## src/rtl/soc_misc_pkg.sv

```systemverilog
// ------------------------------
// misc register block definitions
// register index is word address bits 6:2
// extension and flash-select words share one bus word layout slot
// ------------------------------

package soc_misc_pkg;

	typedef logic [4:0] misc_idx_t;

	// ------------------------------
	// register indices
	// ------------------------------

	localparam misc_idx_t MISC_LED       = 5'd0;
	localparam misc_idx_t MISC_BTN       = 5'd1;
	localparam misc_idx_t MISC_SOC_VER   = 5'd2;
	localparam misc_idx_t MISC_FLASH_SEL = 5'd13;
	localparam misc_idx_t MISC_GENIO_IN  = 5'd17;
	localparam misc_idx_t MISC_GENIO_OUT = 5'd18;
	localparam misc_idx_t MISC_GENIO_OE  = 5'd19;
	localparam misc_idx_t MISC_GENIO_W2S = 5'd20;
	localparam misc_idx_t MISC_GENIO_W2C = 5'd21;
	localparam misc_idx_t MISC_GPEXT_IN  = 5'd22;
	localparam misc_idx_t MISC_GPEXT_OUT = 5'd23;
	localparam misc_idx_t MISC_GPEXT_OE  = 5'd24;
	localparam misc_idx_t MISC_GPEXT_W2S = 5'd25;
	localparam misc_idx_t MISC_GPEXT_W2C = 5'd26;

	localparam logic [31:0] SOC_VERSION = 32'h0000_0000;
	localparam int unsigned GENIO_W     = 30;

	// writing this key with the select word triggers an FPGA reload
	localparam logic [23:0] RELOAD_KEY = 24'hd0f1a5;

	// ------------------------------
	// word layouts
	// ------------------------------

	// extension port word, as seen on the bus
	typedef struct packed {
		logic       usb_det;
		logic       irda_sd;
		logic [5:0] rsvd_hi;
		logic [7:0] pmod;
		logic [1:0] rsvd_mid;
		logic [5:0] sao2;
		logic [1:0] rsvd_lo;
		logic [5:0] sao1;
	} gpext_word_t;

	// flash-select word
	typedef struct packed {
		logic [23:0] key;
		logic [6:0]  rsvd;
		logic        sel;
	} fsel_word_t;

	// one write word, decoded by register index
	typedef union packed {
		gpext_word_t gpext;
		fsel_word_t  fsel;
	} misc_wdata_u;

	// extension pins, used for both the output and enable groups
	typedef struct packed {
		logic       irda_sd;
		logic [7:0] pmod;
		logic [5:0] sao2;
		logic [5:0] sao1;
	} gpext_out_t;

endpackage

```

## src/rtl/soc_bus_pkg.sv

```systemverilog
// ------------------------------
// system bus types and region map
// one master, every access completes in its accept cycle
// a zero write strobe marks a read
// ------------------------------

package soc_bus_pkg;

	// ------------------------------
	// bus request and response
	// ------------------------------

	typedef struct packed {
		logic [31:0] addr;
		logic [31:0] wdata;
		logic [3:0]  wstrb;
	} bus_req_t;

	typedef struct packed {
		logic [31:0] rdata;
		logic        ready;
	} bus_rsp_t;

	// ------------------------------
	// address map
	// ------------------------------

	// region is taken from address bits 31:28
	localparam logic [3:0] REGION_MISC = 4'h2;

	// returned for any access outside the decoded regions
	localparam logic [31:0] BUS_ERROR_WORD = 32'hdead_beef;

	// ------------------------------
	// interrupt vector layout
	// ------------------------------

	localparam int unsigned IRQ_W         = 32;
	localparam int unsigned IRQ_BUS_ERROR = 3;
	localparam int unsigned IRQ_USB       = 4;
	localparam int unsigned IRQ_COPPER    = 5;
	localparam int unsigned IRQ_AUDIO     = 6;

endpackage
```

## src/rtl/soc_top.sv

```systemverilog
// ------------------------------
// system-control slice of the badge SoC
// one bus master, region 2 only, other regions error
// ------------------------------

`timescale 1ns/1ps

module soc_top
	import soc_bus_pkg::*;
	import soc_misc_pkg::*;
(
	input  logic               clk48m,
	input  logic               rst,
	input  logic               bus_valid_i,
	input  bus_req_t           bus_req_i,
	output bus_rsp_t           bus_rsp_o,
	input  logic [7:0]         btn_i,
	output logic [13:0]        led_o,
	input  logic [GENIO_W-1:0] genio_in_i,
	output logic [GENIO_W-1:0] genio_out_o,
	output logic [GENIO_W-1:0] genio_oe_o,
	input  gpext_word_t        gpext_in_i,
	output gpext_out_t         gpext_out_o,
	output gpext_out_t         gpext_oe_o,
	output logic               trace_en_o,
	output logic               fsel_d_o,
	output logic               fsel_c_o,
	output logic               programn_o,
	input  logic               irq_usb_i,
	input  logic               irq_copper_i,
	input  logic               irq_audio_i,
	output logic [IRQ_W-1:0]   irq_o
);

	logic        misc_sel;
	logic [31:0] misc_rdata;
	logic        bus_err;
	logic        fsel_wr;
	misc_wdata_u fsel_word;

	bus_decoder bus_decoder_i (
		.bus_valid_i  (bus_valid_i),
		.bus_req_i    (bus_req_i),
		.misc_rdata_i (misc_rdata),
		.misc_sel_o   (misc_sel),
		.bus_rsp_o    (bus_rsp_o),
		.bus_err_o    (bus_err)
	);

	misc_regs misc_regs_i (
		.clk48m      (clk48m),
		.rst         (rst),
		.misc_sel_i  (misc_sel),
		.bus_req_i   (bus_req_i),
		.rdata_o     (misc_rdata),
		.btn_i       (btn_i),
		.genio_in_i  (genio_in_i),
		.genio_out_o (genio_out_o),
		.genio_oe_o  (genio_oe_o),
		.gpext_in_i  (gpext_in_i),
		.gpext_out_o (gpext_out_o),
		.gpext_oe_o  (gpext_oe_o),
		.led_o       (led_o),
		.trace_en_o  (trace_en_o),
		.fsel_d_i    (fsel_d_o),
		.fsel_wr_o   (fsel_wr),
		.fsel_word_o (fsel_word)
	);

	fpga_reload_seq fpga_reload_seq_i (
		.clk48m      (clk48m),
		.rst         (rst),
		.fsel_wr_i   (fsel_wr),
		.fsel_word_i (fsel_word),
		.fsel_d_o    (fsel_d_o),
		.fsel_c_o    (fsel_c_o),
		.programn_o  (programn_o)
	);

	// ------------------------------
	// interrupt vector
	// ------------------------------

	// bits 0 to 2 are raised inside the CPU
	always_comb begin
		irq_o                = '0;
		irq_o[IRQ_BUS_ERROR] = bus_err;
		irq_o[IRQ_USB]       = irq_usb_i;
		irq_o[IRQ_COPPER]    = irq_copper_i;
		irq_o[IRQ_AUDIO]     = irq_audio_i;
	end

endmodule

```

## src/rtl/fpga_reload_seq.sv

```systemverilog
// ------------------------------
// boot flash select and reload trigger
// select clock pulses while the delay counter is 5 down to 3
// PROGRAMN stays low until reset once the key was given
// ------------------------------

`timescale 1ns/1ps

module fpga_reload_seq
	import soc_misc_pkg::*;
(
	input  logic        clk48m,
	input  logic        rst,
	input  logic        fsel_wr_i,
	input  misc_wdata_u fsel_word_i,
	output logic        fsel_d_o,
	output logic        fsel_c_o,
	output logic        programn_o
);

	logic [2:0] dly_q;
	logic       key_ok_q;
	logic       reload_q;

	// data is set up well before the flash mux flop is clocked
	always_ff @(posedge clk48m) begin
		if (rst) begin
			fsel_d_o <= 1'b0;
			dly_q    <= 3'd0;
			key_ok_q <= 1'b0;
			reload_q <= 1'b0;
		end else if (fsel_wr_i) begin
			fsel_d_o <= fsel_word_i.fsel.sel;
			key_ok_q <= (fsel_word_i.fsel.key == RELOAD_KEY);
			dly_q    <= 3'd7;
		end else if (dly_q != 3'd0) begin
			dly_q <= dly_q - 3'd1;
			// reload once the select clock is done
			if (dly_q == 3'd1 && key_ok_q) begin
				reload_q <= 1'b1;
			end
		end
	end

	assign fsel_c_o   = (dly_q == 3'd5) || (dly_q == 3'd4) || (dly_q == 3'd3);
	assign programn_o = ~reload_q;

endmodule

```

## src/rtl/misc_regs.sv

```systemverilog
// ------------------------------
// misc registers: leds, buttons, general I/O, extension port
// writes need wstrb bit 0, the whole word is taken
// W2S and W2C act on the output registers only
// ------------------------------

`timescale 1ns/1ps

module misc_regs
	import soc_bus_pkg::*;
	import soc_misc_pkg::*;
(
	input  logic               clk48m,
	input  logic               rst,
	input  logic               misc_sel_i,
	input  bus_req_t           bus_req_i,
	output logic [31:0]        rdata_o,
	input  logic [7:0]         btn_i,
	input  logic [GENIO_W-1:0] genio_in_i,
	output logic [GENIO_W-1:0] genio_out_o,
	output logic [GENIO_W-1:0] genio_oe_o,
	input  gpext_word_t        gpext_in_i,
	output gpext_out_t         gpext_out_o,
	output gpext_out_t         gpext_oe_o,
	output logic [13:0]        led_o,
	output logic               trace_en_o,
	input  logic               fsel_d_i,
	output logic               fsel_wr_o,
	output misc_wdata_u        fsel_word_o
);

	misc_idx_t          idx;
	logic               wr_en;
	misc_wdata_u        wword;
	gpext_out_t         w_ext;
	logic [GENIO_W-1:0] w_genio;

	// place pin groups back into the bus word layout
	function automatic gpext_word_t ext_word(input logic top, input gpext_out_t g);
		gpext_word_t w;
		w         = '0;
		w.usb_det = top;
		w.irda_sd = g.irda_sd;
		w.pmod    = g.pmod;
		w.sao2    = g.sao2;
		w.sao1    = g.sao1;
		return w;
	endfunction

	assign idx     = bus_req_i.addr[6:2];
	assign wr_en   = misc_sel_i && bus_req_i.wstrb[0];
	assign wword   = bus_req_i.wdata;
	assign w_genio = bus_req_i.wdata[GENIO_W-1:0];

	// extension fields pulled out of the write word
	assign w_ext = '{
		irda_sd: wword.gpext.irda_sd,
		pmod:    wword.gpext.pmod,
		sao2:    wword.gpext.sao2,
		sao1:    wword.gpext.sao1
	};

	// flash select goes to the sequencer as a strobe
	assign fsel_wr_o   = wr_en && (idx == MISC_FLASH_SEL);
	assign fsel_word_o = wword;

	// ------------------------------
	// register writes
	// ------------------------------

	always_ff @(posedge clk48m) begin
		if (rst) begin
			led_o       <= '0;
			trace_en_o  <= 1'b0;
			genio_out_o <= '0;
			genio_oe_o  <= '0;
			gpext_out_o <= '{irda_sd: 1'b1, default: '0};
			gpext_oe_o  <= '0;
		end else if (wr_en) begin
			case (idx)
				MISC_LED:       led_o <= bus_req_i.wdata[13:0];
				// trace enable lives behind the version index
				MISC_SOC_VER:   trace_en_o <= bus_req_i.wdata[0];
				MISC_GENIO_OUT: genio_out_o <= w_genio;
				MISC_GENIO_OE:  genio_oe_o <= w_genio;
				MISC_GENIO_W2S: genio_out_o <= genio_out_o | w_genio;
				MISC_GENIO_W2C: genio_out_o <= genio_out_o & ~w_genio;
				MISC_GPEXT_OUT: gpext_out_o <= w_ext;
				// irda shutdown has no enable
				MISC_GPEXT_OE:  gpext_oe_o <= '{irda_sd: 1'b0, pmod: w_ext.pmod,
						sao2: w_ext.sao2, sao1: w_ext.sao1};
				MISC_GPEXT_W2S: gpext_out_o <= gpext_out_o | w_ext;
				MISC_GPEXT_W2C: gpext_out_o <= gpext_out_o & ~w_ext;
				default: ;
			endcase
		end
	end

	// ------------------------------
	// readback
	// ------------------------------

	always_comb begin
		case (idx)
			MISC_LED:       rdata_o = {18'h0, led_o};
			// buttons are active low on the board
			MISC_BTN:       rdata_o = {24'h0, ~btn_i};
			MISC_SOC_VER:   rdata_o = SOC_VERSION;
			MISC_FLASH_SEL: rdata_o = {31'h0, fsel_d_i};
			MISC_GENIO_IN:  rdata_o = {2'h0, genio_in_i};
			MISC_GENIO_OUT: rdata_o = {2'h0, genio_out_o};
			MISC_GENIO_OE:  rdata_o = {2'h0, genio_oe_o};
			MISC_GPEXT_IN:  rdata_o = ext_word(gpext_in_i.usb_det, '{irda_sd: 1'b0,
					pmod: gpext_in_i.pmod, sao2: gpext_in_i.sao2, sao1: gpext_in_i.sao1});
			MISC_GPEXT_OUT: rdata_o = ext_word(1'b0, gpext_out_o);
			MISC_GPEXT_OE:  rdata_o = ext_word(1'b0, gpext_oe_o);
			default:        rdata_o = 32'h0;
		endcase
	end

endmodule

```

## src/rtl/bus_decoder.sv

```systemverilog
// ------------------------------
// region decode for the single bus master
// purely combinational, ready equals valid
// only region 2 is populated
// ------------------------------

`timescale 1ns/1ps

module bus_decoder
	import soc_bus_pkg::*;
(
	input  logic        bus_valid_i,
	input  bus_req_t    bus_req_i,
	input  logic [31:0] misc_rdata_i,
	output logic        misc_sel_o,
	output bus_rsp_t    bus_rsp_o,
	output logic        bus_err_o
);

	logic [3:0] region;
	logic       misc_hit;

	assign region   = bus_req_i.addr[31:28];
	assign misc_hit = (region == REGION_MISC);

	// ------------------------------
	// selects
	// ------------------------------

	assign misc_sel_o = bus_valid_i && misc_hit;

	// anything outside the map errors in the same cycle
	assign bus_err_o = bus_valid_i && !misc_hit;

	// ------------------------------
	// response
	// ------------------------------

	always_comb begin
		bus_rsp_o.ready = misc_sel_o || bus_err_o;
		if (misc_hit) begin
			bus_rsp_o.rdata = misc_rdata_i;
		end else begin
			bus_rsp_o.rdata = BUS_ERROR_WORD;
		end
	end

endmodule

```

## config.mk

```make
export PLATFORM = sky130hd
export DESIGN_NAME = soc_top
export DESIGN_NICKNAME = d
export VERILOG_FILES = /design/src/rtl/soc_misc_pkg.sv /design/src/rtl/soc_bus_pkg.sv /design/src/rtl/soc_top.sv /design/src/rtl/fpga_reload_seq.sv /design/src/rtl/misc_regs.sv /design/src/rtl/bus_decoder.sv
export SDC_FILE = /design/constraint.sdc
export NUM_CORES = 1
export LEC_CHECK = 0
export BUFFER_PORTS_ARGS = -buffer_cell sky130_fd_sc_hd__buf_2
export CORE_AREA = 2 2 129 131
export DETAILED_ROUTE_END_ITERATION = 8
export DIE_AREA = 0 0 131 133
export GPL_ROUTABILITY_DRIVEN = 0
export PLACE_DENSITY = 0.76
export SLEW_MARGIN = 30
export SYNTH_ARGS = -nofsm -noshare
export SYNTH_HDL_FRONTEND = slang
export SYNTH_SLANG_ARGS = --single-unit
```

## constraint.sdc

```tcl
create_clock -name clk48m -period 2.06 [get_ports clk48m]
set_input_delay 0.309 -clock clk48m [delete_from_list [all_inputs] [get_ports clk48m]]
set_output_delay 0.309 -clock clk48m [all_outputs]
set_load 0.01 [all_outputs]
```

==> results.sh <==
export IMPL_status="finished clean"
export IMPL_worstPathArrival_ns=1.74
export IMPL_yosysMostFrequentCell="nand2_1"
export IMPL_grt_pass1_vias=7345
export IMPL_finalSetupViolCount=0
export IMPL_hold_class="in -> reg"
export IMPL_cp_end_kind="output port"
export IMPL_synth_seq_area_share_pct=37.1
export IMPL_final_period_utilization_pct=99.6
export IMPL_rsz0062_at_grt="true"
export IMPL_clock_sinks=122
export IMPL_fin_ws_ns=0.00880
export IMPL_yosys_top_cells_area="dfxtp_1 37%, nand2_1 13%, a21oi_1 6.8%"
export IMPL_die_area_um2=17400
export IMPL_fin_nets=1314
export IMPL_cap_violations=0
export IMPL_grt_total_usage_pct=31.7
export IMPL_crit_type="in -> out"
export IMPL_num_antenna_cells=0
export IMPL_antenna_found_initial=0
export IMPL_synth_edf_count=0
export IMPL_drtAntennaViolNets=0
export IMPL_period_needed_ns=2.05
export IMPL_grt_max_degree=52
export IMPL_crit_start="bus_req_i[64]"
export IMPL_crit_end="bus_rsp_o[14]"
export IMPL_r2r_start="fpga_reload_seq_i.dly_q[0]$_SDFFE_PP0P_"
export IMPL_start_util_pct=40.7
export IMPL_cts_hold_buffers_added=0
export IMPL_grt_pass1_wl_um=41700
export IMPL_routed_wirelength_um=28900
export IMPL_ir_drop_uv=482
export IMPL_ys_ff_latch=122
export IMPL_dr_pass1_iters=5
export IMPL_leakage_nw=4.14
export IMPL_yosysTopAreaCellShare_pct=37.1
export IMPL_grt_ovfl_total=0
export IMPL_hold_ws_ns=0.141
export IMPL_io_pins=329
export IMPL_worst_pin_slew_ns=0.925
export IMPL_maxSlewViolCount=0
export IMPL_drtIter0Drc=805
export IMPL_reg2reg_slack_ns=0.77
export IMPL_yosys_top_cells_count="229 x nand2_1, 122 x dfxtp_1, 89 x a21oi_1"
export IMPL_power_density_nw_per_um2=660
export IMPL_hold_viol=0
export IMPL_cts_inserted_buffers=17
export IMPL_clock_fmax_ghz=0.488
export IMPL_ys_flop_type="dfxtp_1"
export IMPL_clock_path_buffers=2
export IMPL_cts_tree="built"
export IMPL_netlist_instances=871
export IMPL_r2r_end="fpga_reload_seq_i.dly_q[1]$_SDFFE_PP0P_"
export IMPL_num_vias=7979
export IMPL_io_buffers=256
export IMPL_clk_pin_slew_ns=0.05
export IMPL_yosysWarningCount=0
export IMPL_area_delta_synth_final_pct=42.1
export IMPL_cp_max_fo=4
export IMPL_slew_headroom_pct=38.2
export IMPL_fin_skew_ns=0.00139
export IMPL_yosysUniqueCellTypes=59
export IMPL_drive_gt1_share_pct=36.4
export IMPL_die_w_um=131
export IMPL_drcViolationCount=0
export IMPL_hpwl_um=20900
export IMPL_clockRootBuffer="clkbuf_16"
export IMPL_synthesis_area_per_instance_um2=7.55
export IMPL_htreeDepth=4
export IMPL_synth_top_area_cell="dfxtp_1"
export IMPL_cp_data_required_time_ns=1.75
export IMPL_insertion_delay_ns=0.41
export IMPL_cp_start_kind="primary input"
export IMPL_fp_row_count=47
export IMPL_r2r_cells=6
export IMPL_fillCellCount=1440
export IMPL_viasPerCell=5.71
export IMPL_wl_per_cell_um=20.6
export IMPL_place_ws_ns=-0.157
export IMPL_hold_depth=3
export IMPL_total_power_mw=6.17
export IMPL_synth_area_um2=6580
export IMPL_core_area_um2=16200
export IMPL_async_reset_ff_share_pct=0
export IMPL_die_y_um=133
## what timing repair did
item                                    CTS  global route
gates cloned                              0             0
gates resized for setup                  20            38
setup buffers                             0             6
endpoints found under the setup margin   25            25
pin swaps                                 7            13
## state kept, by name, summed over array words and instances (netlist names)
| register | flops |
|---|---|
| misc_regs_i.genio_oe_o | 30 |
| misc_regs_i.gpext_oe_o | 20 |
| misc_regs_i.trace_en_o | 1 |
| fpga_reload_seq_i.key_ok_q | 1 |
| fpga_reload_seq_i.dly_q | 3 |
| misc_regs_i.gpext_out_o | 21 |
| fpga_reload_seq_i.fsel_d_o | 1 |
| misc_regs_i.genio_out_o | 30 |
| fpga_reload_seq_i.reload_q | 1 |
| misc_regs_i.led_o | 14 |
## stage by stage
step	cell area [um^2]	setup TNS (ns)	utilization (%)	cells
after detailed placement	8520	-2.03	52.7	1362
after CTS	9150	-0.0133	56.6	1392
after global placement	8520	-1.72	52.7	1362
final	9350	0	57.8	1398
after floorplan	6680	0	-	899
after global routing	9350	-0.0636	57.8	1398
## worst min-delay path by stage
stage | startpoint | slack, ns | endpoint
finish | bus_req_i[32] | 0.14 | misc_regs_i.genio_out_o[28]$_SDFFE_PP0P_
global route | bus_req_i[28] | 0.16 | misc_regs_i.genio_out_o[24]$_SDFFE_PP0P_
CTS | bus_req_i[32] | 0.13 | misc_regs_i.genio_out_o[28]$_SDFFE_PP0P_
detailed placement | misc_regs_i.led_o[11]$_SDFFE_PP0P_ | 0.46 | misc_regs_i.led_o[11]$_SDFFE_PP0P_
global placement | fpga_reload_seq_i.reload_q$_SDFFE_PP0P_ | 0.44 | fpga_reload_seq_i.reload_q$_SDFFE_PP0P_
floorplan | bus_req_i[14] | 0.42 | misc_regs_i.genio_out_o[10]$_SDFFE_PP0P_
## cell families after synthesis
family | after synthesis | synth area share, %
muxes | 8 | 1.46
adders and majority gates | 4 | 0.761
xor gates and xnor gates | 3 | 0.399
other | 1 | 0.0570
AOI/OAI and AO/OA | 227 | 23.6
and+or+nand+nor | 385 | 27.0
DFF | 122 | 37.1
buffers and inverters | 121 | 9.62
## placed cells by master, fill, tap and decap left out, types with 9 or more instances in the layout
cell type / count
and3_1: 10
conb_1: 29
nor2_1: 40
a32oi_1: 9
a21oi_1: 87
nand4_1: 10
o311ai_0: 26
clkbuf_16: 17
a22oi_1: 28
buf_6: 9
nand2_1: 229
buf_2: 249
dfxtp_1: 122
nand3b_1: 13
nor2b_1: 12
buf_4: 94
a222oi_1: 13
nand3_1: 29
o211ai_1: 11
o21ai_0: 16
## critical path: stages
cell and delay (ns):
buf_6 0.09, or4b_4 0.57, buf_6 0.14, buf_4 0.12
a221oi_2 0.19, nand3_1 0.15, buf_2 0.17
## layout make-up
type / instances / area, um^2 / area share (%)
Inverter: 7 / 26.3 / 0.281
Timing Repair Buffer: 362 / 2240 / 24.0
Clock inverter: 7 / 90.1 / 0.964
Tap cell: 220 / 275 / 2.95
Multi-Input combinational cell: 656 / 3780 / 40.4
Sequential cell: 122 / 2440 / 26.1
Clock buffer: 24 / 492 / 5.26
## per-layer routing
layer	up-vias	track usage, %	routed length (um)	share of wire (%)
met5	-	0	0	0
met4	0	14.7	1260	4.4
met3	69	6.19	2830	9.8
met2	510	51.6	13500	47
met1	3757	40.2	11300	39
li1	3643	-	-	-
## power breakdown
group / total (mW) / switching (mW) / internal [mW]
Sequential: 2.42 / 0.0325 / 2.39
Combinational: 0.765 / 0.456 / 0.309
Clock: 2.98 / 1.08 / 1.90
Total: 6.17 / 1.57 / 4.60
(Power assumes the default switching activity.)
